==> src/source/dstream_pkg.sv <==
package dstream_pkg;

   localparam int DATA_W    = 64;   // beat width of the desc/data interface
   localparam int BE_W      = 8;    // one enable per byte
   localparam int LEN_W     = 10;   // tlp length field, in dw
   localparam int DW_ADDR_W = 30;   // dw address, taken from the low 32 address bits

   // fmt[1] set for write, fmt[0] set for 4dw header
   localparam logic [4:0] TLP_TYPE_MEM  = 5'b00000;
   localparam logic [6:0] CPLD_FMT_TYPE = 7'h4A;    // completion with data

   ////////////////////////////////////////
   // rx descriptor, 136 bits
   ////////////////////////////////////////

   typedef struct packed {
      logic [7:0]       bar_hit;    // [135:128]
      logic             rsvd;
      logic [1:0]       fmt;        // [126:125]
      logic [4:0]       tlp_type;   // [124:120]
      logic [13:0]      misc;       // tc, td, ep, attr
      logic [LEN_W-1:0] length;     // [105:96]
      logic [15:0]      req_id;
      logic [7:0]       tag;
      logic [7:0]       be;         // last and first dw enables
      logic [31:0]      addr;       // [63:32]
      logic [31:0]      unused;
   } rx_desc_hdr3_t;

   typedef struct packed {
      logic [7:0]       bar_hit;
      logic             rsvd;
      logic [1:0]       fmt;
      logic [4:0]       tlp_type;
      logic [13:0]      misc;
      logic [LEN_W-1:0] length;
      logic [15:0]      req_id;
      logic [7:0]       tag;
      logic [7:0]       be;
      logic [63:0]      addr;       // full 64-bit address in [63:0]
   } rx_desc_hdr4_t;

   // fmt[0] picks which view holds the address
   typedef union packed {
      rx_desc_hdr3_t h3;
      rx_desc_hdr4_t h4;
   } rx_desc_u;

endpackage

==> src/source/cpl_job_if.sv <==
`timescale 1ns/1ps

interface cpl_job_if;

   logic                              start;       // one cycle pulse per read
   logic [dstream_pkg::DW_ADDR_W-1:0] addr_dw;     // first dw of the read
   logic [dstream_pkg::LEN_W-1:0]     num_beats;   // 64-bit words to fetch
   logic [dstream_pkg::LEN_W-1:0]     length;      // requested dw
   logic [7:0]                        tag;
   logic [15:0]                       req_id;
   logic [6:0]                        lower_addr;
   logic                              done;        // last cpl beat accepted

   modport src (output start, addr_dw, num_beats, length, tag, req_id, lower_addr,
                input  done);
   modport rd  (input start, addr_dw, num_beats);
   modport tx  (input start, num_beats, length, tag, req_id, lower_addr, output done);

endinterface

==> src/source/beat_fifo_if.sv <==
`timescale 1ns/1ps

interface beat_fifo_if;

   logic                           wr;
   logic [dstream_pkg::DATA_W-1:0] wdata;
   logic                           rd;
   logic [dstream_pkg::DATA_W-1:0] rdata;        // valid the cycle after rd
   logic                           empty;
   logic                           almost_full;  // leaves room for reads in flight

   modport push  (output wr, wdata, input almost_full);
   modport pop   (output rd, input rdata, empty);
   modport store (input wr, wdata, rd, output rdata, empty, almost_full);

endinterface

==> src/source/rx_req_ctrl.sv <==
`timescale 1ns/1ps

module rx_req_ctrl (
   input  logic                  clk_in,
   input  logic                  rstn,
   input  logic                  rx_req,
   input  dstream_pkg::rx_desc_u rx_desc,
   input  logic                  rx_dfr,
   output logic                  rx_ack,
   output logic                  wr_active,
   cpl_job_if.src                job
);

   localparam logic [1:0] RX_IDLE     = 2'd0;  // wait for rx_req
   localparam logic [1:0] RX_ACK      = 2'd1;  // rx_ack is high
   localparam logic [1:0] RX_WR_PAYLD = 2'd2;  // write beats go to memory
   localparam logic [1:0] RX_WAIT_CPL = 2'd3;  // read job owned by the tx side

   logic [1:0]                  state;
   logic                        is_wr;      // latched fmt[1]
   logic                        is_mem;
   logic [31:0]                 addr_sel;   // byte address, either header size
   logic [dstream_pkg::LEN_W:0] dw_span;

   assign is_mem   = rx_desc.h3.tlp_type == dstream_pkg::TLP_TYPE_MEM;
   assign addr_sel = rx_desc.h3.fmt[0] ? rx_desc.h4.addr[31:0] : rx_desc.h3.addr;

   // dw offset in the first word plus length, plus one to round up
   assign dw_span   = {1'b0, rx_desc.h3.length} + addr_sel[2] + 1'b1;
   assign wr_active = is_wr & ((state == RX_ACK) | (state == RX_WR_PAYLD));

   ////////////////////////////////////////
   // request FSM
   ////////////////////////////////////////

   always_ff @(posedge clk_in or negedge rstn) begin
      if (!rstn) begin
         state     <= RX_IDLE;
         rx_ack    <= 1'b0;
         is_wr     <= 1'b0;
         job.start <= 1'b0;
      end else begin
         rx_ack    <= 1'b0;   // both are pulses
         job.start <= 1'b0;
         case (state)
            RX_IDLE: begin
               if (rx_req && is_mem) begin
                  state  <= RX_ACK;
                  rx_ack <= 1'b1;
                  is_wr  <= rx_desc.h3.fmt[1];
               end
            end
            RX_ACK: begin
               if (!is_wr) begin
                  job.start <= 1'b1;   // two cycles after rx_req
                  state     <= RX_WAIT_CPL;
               end else begin
                  state <= rx_dfr ? RX_WR_PAYLD : RX_IDLE;
               end
            end
            RX_WR_PAYLD: if (!rx_dfr) state <= RX_IDLE;    // last beat seen
            default:     if (job.done) state <= RX_IDLE;
         endcase
      end
   end

   // header fields held for the cpl, stable until done
   always_ff @(posedge clk_in) begin
      if (state == RX_IDLE && rx_req && is_mem) begin
         job.length     <= rx_desc.h3.length;
         job.tag        <= rx_desc.h3.tag;
         job.req_id     <= rx_desc.h3.req_id;
         job.lower_addr <= addr_sel[6:0];
         job.addr_dw    <= addr_sel[31:2];
         job.num_beats  <= dw_span[dstream_pkg::LEN_W:1];
      end
   end

   a_ack_single : assert property (@(posedge clk_in) disable iff (!rstn)
      rx_ack |=> !rx_ack)
      else $error("rx_ack held for two cycles");

endmodule

==> src/source/mem_wr_path.sv <==
`timescale 1ns/1ps

module mem_wr_path #(
   parameter int MEM_ADDR_WIDTH = 10
) (
   input  logic                             clk_in,
   input  logic                             rstn,
   input  dstream_pkg::rx_desc_u            rx_desc,
   input  logic                             wr_active,
   input  logic                             rx_dv,
   input  logic [dstream_pkg::DATA_W-1:0]   rx_data,
   input  logic [dstream_pkg::BE_W-1:0]     rx_be,
   output logic                             mem_wr_ena,
   output logic [MEM_ADDR_WIDTH-1:0]        mem_wr_addr,
   output logic [dstream_pkg::DATA_W-1:0]   mem_wr_data,
   output logic [dstream_pkg::BE_W-1:0]     mem_wr_be
);

   logic                      active_q;   // wr_active one cycle ago
   logic                      first;      // first cycle of a write
   logic                      beat;
   logic [MEM_ADDR_WIDTH-1:0] base_addr;  // 64-bit word index from the header
   logic [MEM_ADDR_WIDTH-1:0] wr_addr;
   logic [MEM_ADDR_WIDTH-1:0] next_addr;

   assign first     = wr_active & ~active_q;
   assign beat      = rx_dv & wr_active;
   assign base_addr = rx_desc.h3.fmt[0] ? rx_desc.h4.addr[MEM_ADDR_WIDTH+2:3]
                                        : rx_desc.h3.addr[MEM_ADDR_WIDTH+2:3];
   assign next_addr = first ? base_addr : wr_addr;  // a beat may come with the ack

   always_ff @(posedge clk_in or negedge rstn) begin
      if (!rstn) begin
         active_q   <= 1'b0;
         mem_wr_ena <= 1'b0;
      end else begin
         active_q   <= wr_active;
         mem_wr_ena <= beat;   // one cycle behind rx_dv
      end
   end

   always_ff @(posedge clk_in) begin
      if (beat)
         wr_addr <= next_addr + 1'b1;
      else if (first)
         wr_addr <= base_addr;
      mem_wr_addr <= next_addr;
      mem_wr_data <= rx_data;
      mem_wr_be   <= rx_be;
   end

   a_wr_follows_dv : assert property (@(posedge clk_in) disable iff (!rstn)
      mem_wr_ena |-> $past(rx_dv))
      else $error("memory write without an rx beat");

endmodule

==> src/source/mem_rd_ctrl.sv <==
`timescale 1ns/1ps

module mem_rd_ctrl #(
   parameter int MEM_ADDR_WIDTH = 10
) (
   input  logic                           clk_in,
   input  logic                           rstn,
   cpl_job_if.rd                          job,
   beat_fifo_if.push                      fifo,
   output logic                           mem_rd_ena,
   output logic [MEM_ADDR_WIDTH-1:0]      mem_rd_addr,
   input  logic [dstream_pkg::DATA_W-1:0] mem_rd_data,
   input  logic                           mem_rd_data_valid
);

   logic [dstream_pkg::LEN_W-1:0] left;   // words still to request
   logic                          issue;

   assign issue = (left != '0) & ~fifo.almost_full;

   always_ff @(posedge clk_in or negedge rstn) begin
      if (!rstn) begin
         mem_rd_ena  <= 1'b0;
         mem_rd_addr <= '0;
         left        <= '0;
         fifo.wr     <= 1'b0;
      end else begin
         fifo.wr <= mem_rd_data_valid;
         if (job.start) begin
            mem_rd_ena  <= 1'b1;   // fifo is empty at start
            mem_rd_addr <= job.addr_dw[MEM_ADDR_WIDTH:1];
            left        <= job.num_beats - 1'b1;
         end else if (issue) begin
            mem_rd_ena  <= 1'b1;
            mem_rd_addr <= mem_rd_addr + 1'b1;
            left        <= left - 1'b1;
         end else begin
            mem_rd_ena  <= 1'b0;
         end
      end
   end

   // returned words, in order
   always_ff @(posedge clk_in) begin
      fifo.wdata <= mem_rd_data;
   end

   // reads in flight drain within the memory latency plus the push stage,
   // so the fifo cannot overflow
   a_no_push_full : assert property (@(posedge clk_in) disable iff (!rstn)
      fifo.almost_full [*5] |=> !fifo.wr)
      else $error("push while fifo full");

endmodule

==> src/source/cpl_fifo.sv <==
`timescale 1ns/1ps

module cpl_fifo #(
   parameter int FIFO_DEPTH = 16
) (
   input  logic       clk_in,
   input  logic       rstn,
   beat_fifo_if.store fifo
);

   localparam int PTR_W = $clog2(FIFO_DEPTH);

   logic [dstream_pkg::DATA_W-1:0] buf_mem [FIFO_DEPTH];
   logic [PTR_W-1:0]               wr_ptr;
   logic [PTR_W-1:0]               rd_ptr;
   logic [PTR_W:0]                 fill;

   assign fifo.empty       = fill == '0;
   // the beat being written counts as fill already
   assign fifo.almost_full = (int'(fill) + int'(fifo.wr)) >= FIFO_DEPTH - 4;

   always_ff @(posedge clk_in or negedge rstn) begin
      if (!rstn) begin
         wr_ptr <= '0;
         rd_ptr <= '0;
         fill   <= '0;
      end else begin
         if (fifo.wr)
            wr_ptr <= (wr_ptr == PTR_W'(FIFO_DEPTH - 1)) ? '0 : wr_ptr + 1'b1;
         if (fifo.rd)
            rd_ptr <= (rd_ptr == PTR_W'(FIFO_DEPTH - 1)) ? '0 : rd_ptr + 1'b1;
         case ({fifo.wr, fifo.rd})
            2'b10:   fill <= fill + 1'b1;
            2'b01:   fill <= fill - 1'b1;
            default: fill <= fill;   // none, or one in and one out
         endcase
      end
   end

   always_ff @(posedge clk_in) begin
      if (fifo.wr) buf_mem[wr_ptr] <= fifo.wdata;
      if (fifo.rd) fifo.rdata <= buf_mem[rd_ptr];   // registered output
   end

   a_no_rd_empty : assert property (@(posedge clk_in) disable iff (!rstn)
      fifo.rd |-> !fifo.empty)
      else $error("fifo read while empty");

endmodule

==> src/source/cpl_tx_ctrl.sv <==
`timescale 1ns/1ps

module cpl_tx_ctrl (
   input  logic                           clk_in,
   input  logic                           rstn,
   input  logic [12:0]                    cfg_busdev,
   cpl_job_if.tx                          job,
   beat_fifo_if.pop                       fifo,
   input  logic                           tx_sel,
   input  logic                           tx_ack,
   input  logic                           tx_ws,
   output logic                           tx_ready,
   output logic                           tx_req,
   output logic [127:0]                   tx_desc,
   output logic [dstream_pkg::DATA_W-1:0] tx_data,
   output logic                           tx_dv,
   output logic                           tx_dfr
);

   localparam logic [1:0] TX_IDLE     = 2'd0;
   localparam logic [1:0] TX_SEND_REQ = 2'd1;   // tx_req up until tx_ack
   localparam logic [1:0] TX_PAYLD    = 2'd2;

   logic [1:0]                    state;
   logic [12:0]                   busdev_q;
   logic [dstream_pkg::LEN_W-1:0] pop_cnt;     // beats taken from the fifo
   logic                          grant;
   logic                          slot_free;   // output beat empty or leaving
   logic                          all_popped;

   assign grant      = tx_ready & tx_sel & ~fifo.empty;
   assign slot_free  = ~tx_dv | ~tx_ws;
   assign all_popped = pop_cnt == job.num_beats;
   assign fifo.rd    = (state != TX_IDLE) & ~fifo.empty & ~all_popped & slot_free;
   assign tx_data    = fifo.rdata;                // held while tx_ws stalls
   assign job.done   = tx_dv & ~tx_ws & ~tx_dfr;  // only the last beat has dfr low

   // cpld header, everything not listed is zero
   assign tx_desc = {1'b0, dstream_pkg::CPLD_FMT_TYPE, 14'h0, job.length,
                     busdev_q, 3'h0,              // completer id, function 0
                     4'h0,                        // successful, bcm clear
                     {job.length, 2'b00},         // byte count
                     job.req_id, job.tag, 1'b0, job.lower_addr, 32'h0};

   always_ff @(posedge clk_in or negedge rstn) begin
      if (!rstn) begin
         state    <= TX_IDLE;
         busdev_q <= '0;
         pop_cnt  <= '0;
         tx_ready <= 1'b0;
         tx_req   <= 1'b0;
         tx_dv    <= 1'b0;
         tx_dfr   <= 1'b0;
      end else begin
         busdev_q <= cfg_busdev;
         if (job.start)
            tx_ready <= 1'b1;   // ask the arbiter
         else if (state == TX_IDLE && grant)
            tx_ready <= 1'b0;
         if (job.start)
            pop_cnt <= '0;
         else if (fifo.rd)
            pop_cnt <= pop_cnt + 1'b1;
         tx_dv <= fifo.rd | (tx_dv & tx_ws);
         if (fifo.rd && pop_cnt == job.num_beats - 1'b1)
            tx_dfr <= 1'b0;     // low while the last beat is out
         case (state)
            TX_IDLE: begin
               if (grant) begin
                  state  <= TX_SEND_REQ;
                  tx_req <= 1'b1;
                  tx_dfr <= 1'b1;
               end
            end
            TX_SEND_REQ: begin
               if (tx_ack) begin
                  tx_req <= 1'b0;
                  state  <= TX_PAYLD;
               end
            end
            default: if (all_popped && slot_free) state <= TX_IDLE;
         endcase
      end
   end

   a_req_hold : assert property (@(posedge clk_in) disable iff (!rstn)
      tx_req && !tx_ack |=> tx_req)
      else $error("tx_req dropped before tx_ack");

endmodule

==> src/source/dstream_target_top.sv <==
`timescale 1ns/1ps

module dstream_target_top #(
   parameter int MEM_ADDR_WIDTH = 10,
   parameter int FIFO_DEPTH     = 16
) (
   input  logic                           clk_in,
   input  logic                           rstn,
   input  logic [12:0]                    cfg_busdev,
   // rx request side
   input  logic                           rx_req,
   input  logic [135:0]                   rx_desc,
   input  logic [dstream_pkg::DATA_W-1:0] rx_data,
   input  logic [dstream_pkg::BE_W-1:0]   rx_be,
   input  logic                           rx_dv,
   input  logic                           rx_dfr,
   output logic                           rx_ack,
   // endpoint memory
   output logic                           mem_wr_ena,
   output logic [MEM_ADDR_WIDTH-1:0]      mem_wr_addr,
   output logic [dstream_pkg::DATA_W-1:0] mem_wr_data,
   output logic [dstream_pkg::BE_W-1:0]   mem_wr_be,
   output logic                           mem_rd_ena,
   output logic [MEM_ADDR_WIDTH-1:0]      mem_rd_addr,
   input  logic [dstream_pkg::DATA_W-1:0] mem_rd_data,
   input  logic                           mem_rd_data_valid,
   // tx completion side
   input  logic                           tx_sel,
   input  logic                           tx_ack,
   input  logic                           tx_ws,
   output logic                           tx_ready,
   output logic                           tx_req,
   output logic [127:0]                   tx_desc,
   output logic [dstream_pkg::DATA_W-1:0] tx_data,
   output logic                           tx_dv,
   output logic                           tx_dfr
);

   logic wr_active;

   cpl_job_if   job_if ();
   beat_fifo_if fifo_if ();

   rx_req_ctrl i_rx_req_ctrl (
      .clk_in, .rstn, .rx_req, .rx_desc, .rx_dfr, .rx_ack, .wr_active, .job(job_if.src));

   mem_wr_path #(.MEM_ADDR_WIDTH(MEM_ADDR_WIDTH)) i_mem_wr_path (
      .clk_in, .rstn, .rx_desc, .wr_active, .rx_dv, .rx_data, .rx_be,
      .mem_wr_ena, .mem_wr_addr, .mem_wr_data, .mem_wr_be);

   mem_rd_ctrl #(.MEM_ADDR_WIDTH(MEM_ADDR_WIDTH)) i_mem_rd_ctrl (
      .clk_in, .rstn, .job(job_if.rd), .fifo(fifo_if.push),
      .mem_rd_ena, .mem_rd_addr, .mem_rd_data, .mem_rd_data_valid);

   cpl_fifo #(.FIFO_DEPTH(FIFO_DEPTH)) i_cpl_fifo (
      .clk_in, .rstn, .fifo(fifo_if.store));

   cpl_tx_ctrl i_cpl_tx_ctrl (
      .clk_in, .rstn, .cfg_busdev, .job(job_if.tx), .fifo(fifo_if.pop),
      .tx_sel, .tx_ack, .tx_ws, .tx_ready, .tx_req, .tx_desc, .tx_data, .tx_dv, .tx_dfr);

endmodule

==> config.mk <==
export PLATFORM = sky130hd
export DESIGN_NAME = dstream_target_top
export DESIGN_NICKNAME = d
export VERILOG_FILES = /design/src/source/dstream_pkg.sv /design/src/source/cpl_job_if.sv /design/src/source/beat_fifo_if.sv /design/src/source/rx_req_ctrl.sv /design/src/source/mem_wr_path.sv /design/src/source/mem_rd_ctrl.sv /design/src/source/cpl_fifo.sv /design/src/source/cpl_tx_ctrl.sv /design/src/source/dstream_target_top.sv
export SDC_FILE = /design/constraint.sdc
export NUM_CORES = 1
export LEC_CHECK = 0
export ABC_CLOCK_PERIOD_IN_PS = 6700
export BUFFER_PORTS_ARGS = -buffer_cell sky130_fd_sc_hd__buf_2
export CAP_MARGIN = 20
export CORE_MARGIN = 10
export CORE_UTILIZATION = 58
export CTS_BUF_LIST = sky130_fd_sc_hd__clkbuf_16
export CTS_CLUSTER_DIAMETER = 200
export DETAILED_ROUTE_END_ITERATION = 7
export PLACE_DENSITY = 0.8
export SYNTH_ARGS = -nofsm -noshare
export SYNTH_HDL_FRONTEND = slang
export SYNTH_SLANG_ARGS = --single-unit
==> constraint.sdc <==
create_clock -name clk_in -period 6.7 [get_ports clk_in]
set_input_delay 1.005 -clock clk_in [delete_from_list [all_inputs] [get_ports clk_in]]
set_output_delay 1.005 -clock clk_in [all_outputs]
set_load 0.01 [all_outputs]
After elaboration in Yosys (flattened, before gate mapping) --
Memories as Yosys holds them, arrays and structs flattened. A register that Yosys moved wholly into a read port is not among the register bits. Index checks and enable logic that the tools add are counted.
Storage, ports and cells: bits in latches 0, flip-flop bits (word level) 289, word-level logic and storage cells 142, memory bits (writable) 1024, memories kept 1, input port bits 294, output and inout port bits 291, bits in read-only memories 0
Operators by class: order comparisons 1, multipliers 0, equal/unequal tests 13, shifts and indexed selects 0, bitwise gates (word level) 22, add/sub/neg operators 12, muxes and demuxes 39, divide/modulo/power cells 0, reductions and logical operators 23
Memories:
- i_cpl_fifo.buf_mem | depth 16, width 64, read ports 1, clocked after Yosys merged registers in 1, write ports 1, RTL line cpl_fifo.sv:13 | logic [dstream_pkg::DATA_W-1:0] buf_mem [FIFO_DEPTH];
Operator list (count):
- two-way mux 10 bit | 9
- greater-or-equal comparator 32 x 5 -> 1 bit (second input constant) | 1
- adder 10 x 1 -> 10 bit (second input constant) | 3
- equality test 10 bit | 2
- subtractor 10 x 1 -> 10 bit (second input constant) | 2
- two-way mux 2 bit | 8
- two-way mux 1 bit | 15
- two-way mux 13 bit | 1
- AND 1 bit | 12
- nonzero test 2 bit | 6
- adder 10 x 1 -> 11 bit | 1
- adder 11 x 1 -> 11 bit (second input constant) | 1
- logical NOT 5 bit | 2
- one-hot mux 5 bit (2 select lines) | 1
- nonzero test 10 bit | 1
- AND reduction 3 bit | 3
- adder 4 x 1 -> 4 bit (second input constant) | 2
- equality test 4 bit (second input constant) | 2
- two-way mux 4 bit | 2
- inverter 1 bit | 7
- adder 5 x 1 -> 6 bit | 1
- equality test 2 x 1 -> 1 bit (second input constant) | 3
- logical AND 1 bit | 6
- one-hot mux 2 bit (3 select lines) | 1
- other kinds (12) | 18

Depth between registers and ports, before layout --
depth in word-level cells 9, depth in mapped cells 14, depth with buffers taken out 13

Modules after synthesis --
A second synthesis with hierarchy kept.
Unflattened totals: cell total of the unflattened synthesis 2718, area total of the unflattened synthesis 52768.1 um^2
By module, submodules not included:
- cpl_fifo | times used 1, area an instance 41782.6 um^2, cells an instance 1873, sequential area each 32996.6 um^2
- rx_req_ctrl | times used 1, area an instance 3134.3 um^2, cells an instance 168, sequential area each 2407.3 um^2
- cpl_tx_ctrl | times used 1, area an instance 2813.9 um^2, cells an instance 325, sequential area each 725.7 um^2
- mem_rd_ctrl | times used 1, area an instance 2661.3 um^2, cells an instance 201, sequential area each 1831.8 um^2
- mem_wr_path | times used 1, area an instance 2376.0 um^2, cells an instance 151, sequential area each 1891.8 um^2

Worst setup path before layout --
OpenSTA, ideal clock, no wires.
path type register to register, from reg i_mem_rd_ctrl.fifo.wr, to mem i_cpl_fifo.buf_mem[5][0] (netlist bit) (enable), setup time 0.578 ns, path buffers 1, setup slack 0.646 ns, arrival 5.476 ns, clock period less this slack 6.054 ns, cell stages (with the launch flop) 4, path through dfrtp_1 -> clkbuf_1 -> nand2_1 -> nor3b_1
Between the ends: cells in the longest elaborated chain, start to end 2
Ends and longest elaborated chain:
- from (decl) | RTL line beat_fifo_if.sv:12 | modport push (output wr, wdata, input almost_full);
- from (signal assigned) | RTL line mem_rd_ctrl.sv:28 | fifo.wr <= mem_rd_data_valid;
- two-way mux 1 bit | RTL line cpl_fifo.sv:41 | if (fifo.wr) buf_mem[wr_ptr] <= fifo.wdata;
- two-way mux 1 bit (not written as such) | RTL line cpl_fifo.sv:41
- to (decl) | RTL line cpl_fifo.sv:13
No other way between the ends.

==> summary by stage <==
Outcome
The flow ran to the end, and the final reports show no timing, DRC or antenna violations.

Worst setup path
Along the worst path, the maximum fanout reaches 112. On the worst path, the slowest cell contributes a delay of 0.91 ns. The required time reported for the critical path endpoint is 7.14 ns. The logic depth of the worst setup path including buffers is 3.

The number of buffers and inverters on the critical path is 1. The worst-case reg-to-reg path depth is 3. The critical path endpoint category is a register. The startpoint-to-endpoint class of the critical path is register to register. The signal on the critical path passes through buf_12 > mux4_2 > mux4_2. Data on the critical path arrives at its endpoint at 3.65 ns. The kind of cell with the highest combined delay along the critical path is multiplexers. Counting stages on the worst path, the most repeated cell is mux4_2. The cell with the largest stage delay on the worst path is dfrtp_4. The worst register-to-register path begins at i_cpl_fifo.rd_ptr[0]. In this run the worst setup path begins at i_cpl_fifo.rd_ptr[0]. The worst setup path is launched from a register.

Power and ir drop
The power density relative to cell area is 421 nW/µm². The part of the power in combinational logic is 0.238. The share of total power dissipated in the clock network is 0.296. The total leakage power is 20.1 nW. The internal power summed over all cells is 17.5 mW. The maximum resistive drop on vdd is 0.360 mV. The switching share of total power is 0.283. The total net switching power is 6.90 mW. The share of total power dissipated in sequential elements is 0.466.

Global routing
Entering global routing, the biggest net connects 157 pins. Across every metal layer, demand over resource in global routing totals 0.240. The number of antenna violations at the first check in global routing was 5.

For this run, global-route usage on met2 was measured as 0.410. After global routing the overflow that remains totals 0. The global routing's busiest layer is met2. The met3 routing resource usage after global routing is 0.0499. The global-route wire length before repair is 175 mm.

The via count of the first global-routing pass was 26.2k. The global routing usage on met1 is 0.301.

CTS
The clock sink count is 1,372. The buffer type at the clock tree root is clkbuf_16. Once the clock tree was built, the setup fixing pass inserted 0 buffers.

The number of hold buffers added after CTS is 0. After clock tree synthesis, the clock-pin slew on the worst setup and hold paths is 0.06 ns. The clock reaches the later pin of the worst-skew pair after 0.73 ns. The count of H-tree levels built during CTS is 4. The number of buffers between clock root and the deepest sink is 3. In this run, CTS created clock tree buffers numbering 135.

The CTS tree is yes. In this run, post-CTS repair resized a total of 0 instances.

Route
For this run, the detailed router's first-pass iteration total came to 5. In the final routed layout, each cell accounts on average for 29.5 µm. After detailed routing, the number of vias per cell comes to 6.07. The violation count after the first detailed-routing iteration is 2,716. The detail route stage leaves a number of antenna-violating nets equal to 0. The final wirelength is 120 mm. The routed layout has 24.6k vias. In the routed design, unresolved DRC markers number 0.

Synth
The count of warnings emitted by yosys is 0. The dominant synthesized flop cell is edfxtp_1. Synthesis instantiated 55 different standard cells from the library. Each instance of the synthesized netlist takes up on average 22.1 µm².

The total of flip-flops plus latches after synthesis is 1,372. The count of flip-flops with a built-in enable after synthesis is 1,145. Counting every instance in the synthesized netlist gives 2,273. After synthesis, the share of flip-flops with an asynchronous set or reset is 0.0517. The share of synthesized area occupied by flip-flops and latches is 0.782. The synthesized area is 50,200 µm².

Worst hold path
The min-delay analysis places its worst path in the category primary input to async pin.

Placement
The placer's final routability congestion estimate is 0.838. After detailed placement, the total cell area comes to 53,600 µm². The detailed placer's ending HPWL is 64.0 mm. Before CTS, the worst setup slack after placement is 3.16 ns. The count of buffers from port buffering is 451.

Floorplanning
For this design the top-level I/O count stands at 585. The floorplan die area is 98,700 µm². The chip height is 314 µm. In this run the core area contains 107 standard-cell rows. For this configuration, the core starts out at a cell density of 0.587. The die is 314 µm wide. The region available for standard cell placement spans 85,500 µm².

Final layout
Relative to the synthesized area, the layout overhead comes to 15.3%. The most common cell after layout, fill and taps aside is edfxtp_1. The post-route cell area is 57,900 µm².

The final core area utilization is 0.677. The ratio of cells with drive above 1 in the final layout is 0.359. The layout net count is 3,109. The library cells used most frequently in the layout, excluding fill and tap cells, are edfxtp_1, buf_2, mux4_2.

STA
Setup repair after global routing left no endpoint under its margin. The worst clock skew is 0.0231 ns. Counting I/O delays and the setup requirement, the final critical path takes 3.21 ns.

Derived from the worst setup path, the maximum achievable clock frequency is 312 MHz. The relative max-transition margin is 0.253. For the pin with the worst max-slew slack, the measured transition is 1.12 ns. The count of endpoints failing hold in the final timing report was 0.

The worst setup slack after layout is 3.49 ns. The fraction of the cycle the final worst path needs is 0.479. The number of endpoints failing setup at the final stage is 0.

The number of max-slew violations in the final report came to 0. Summed over all failing endpoints, the final setup total negative slack is 0 ns.

Job
The number of maximum-capacitance constraint violations is 0.
[final timing paths]
| kind | end | slack [ns] |
|---|---|---|
| max | i_cpl_fifo.fifo.rdata[35] | 3.49 |
| min | i_rx_req_ctrl.is_wr | 0.21 |
| max reg2reg | i_cpl_fifo.fifo.rdata[35] | 3.49 |
| min reg2reg | i_mem_rd_ctrl.mem_rd_addr[0] | 0.48 |
| max in group asynchronous | i_cpl_fifo.rd_ptr[3] | 5.35 |
| min in group clk_in | i_mem_rd_ctrl.fifo.wdata[23] | 0.38 |
[metal layers]
metal	vias up	part of all wire	routed length [µm]
met4	0	0.033	3980
met2	1420	0.53	62800
met3	271	0.086	10300
met5	-	0	0
met1	12800	0.35	42400
li1	10100	-	-
[through the flow]
| stage | power, mW | hold WS [ns] | cells |
|---|---|---|---|
| final | 24.4 | 0.213 | 4054 |
| after global routing | 25.3 | 0.211 | 4051 |
| after CTS | 24.6 | 0.174 | 4048 |
| after detailed placement | 17.2 | 0.463 | 3800 |
| after global placement | 17.0 | 0.460 | 3800 |
| after floorplan | 15.4 | 0.448 | 2335 |
[cell families after synthesis]
group / share of synthesized area
flops: 0.782
fa+ha+maj: 0.00538
mux: 0.151
xor+xnor: 0.0127
other cells: 0.000150
simple gates: 0.0194
buf+inv: 0.0217
compound gates: 0.00758
[state kept, by name, summed over array words and instances, names as in the netlist, 7 cells and up]
signal	count
i_rx_req_ctrl.job.addr_dw	7
i_rx_req_ctrl.job.num_beats	10
i_rx_req_ctrl.job.length	10
i_mem_rd_ctrl.mem_rd_addr	10
i_mem_wr_path.mem_wr_addr	10
i_cpl_fifo.buf_mem	1024
i_mem_rd_ctrl.fifo.wdata	64
i_cpl_fifo.fifo.rdata	64
i_rx_req_ctrl.job.req_id	16
i_mem_wr_path.wr_addr	10
i_mem_wr_path.mem_wr_data	64
i_rx_req_ctrl.job.tag	8
i_cpl_tx_ctrl.busdev_q	13
i_cpl_tx_ctrl.pop_cnt	10
i_mem_wr_path.mem_wr_be	8
i_mem_rd_ctrl.left	10
[power groups by stage]
stage | sequential [mW] | clock, mW | combinational, mW
after floorplan | 11.3 | 0 | 4.15
after global placement | 11.4 | 0 | 5.58
after detailed placement | 11.5 | 0 | 5.74
after CTS | 11.4 | 7.34 | 5.87
after global routing | 11.5 | 7.64 | 6.20
final | 11.4 | 7.22 | 5.79
[synth_stat cells (19+ instances only)]
library cell,count,share of area
clkbuf_1,56,0.0042
inv_1,27,0.0020
nor2_1,43,0.0032
o21ai_0,27,0.0027
buf_4,80,0.012
mux2_2,19,0.0043
edfxtp_1,1145,0.68
mux4_2,320,0.14
nand2_1,48,0.0036
dfrtp_1,71,0.035
ha_1,20,0.0050
xor2_1,25,0.0044
xnor2_1,48,0.0084
dfxtp_1,156,0.062
buf_2,26,0.0026
[cell type report]
class,instances,area [µm²]
clock inverter,110,763
sequential,1372,39300
inverter,27,101
timing repair buffer,494,2630
multi-input combinational,764,10200
fill,5099,27700
antenna,5,12.5
clock buffer,138,3450
tap,1144,1430
Power figures use the tool's default switching activity.
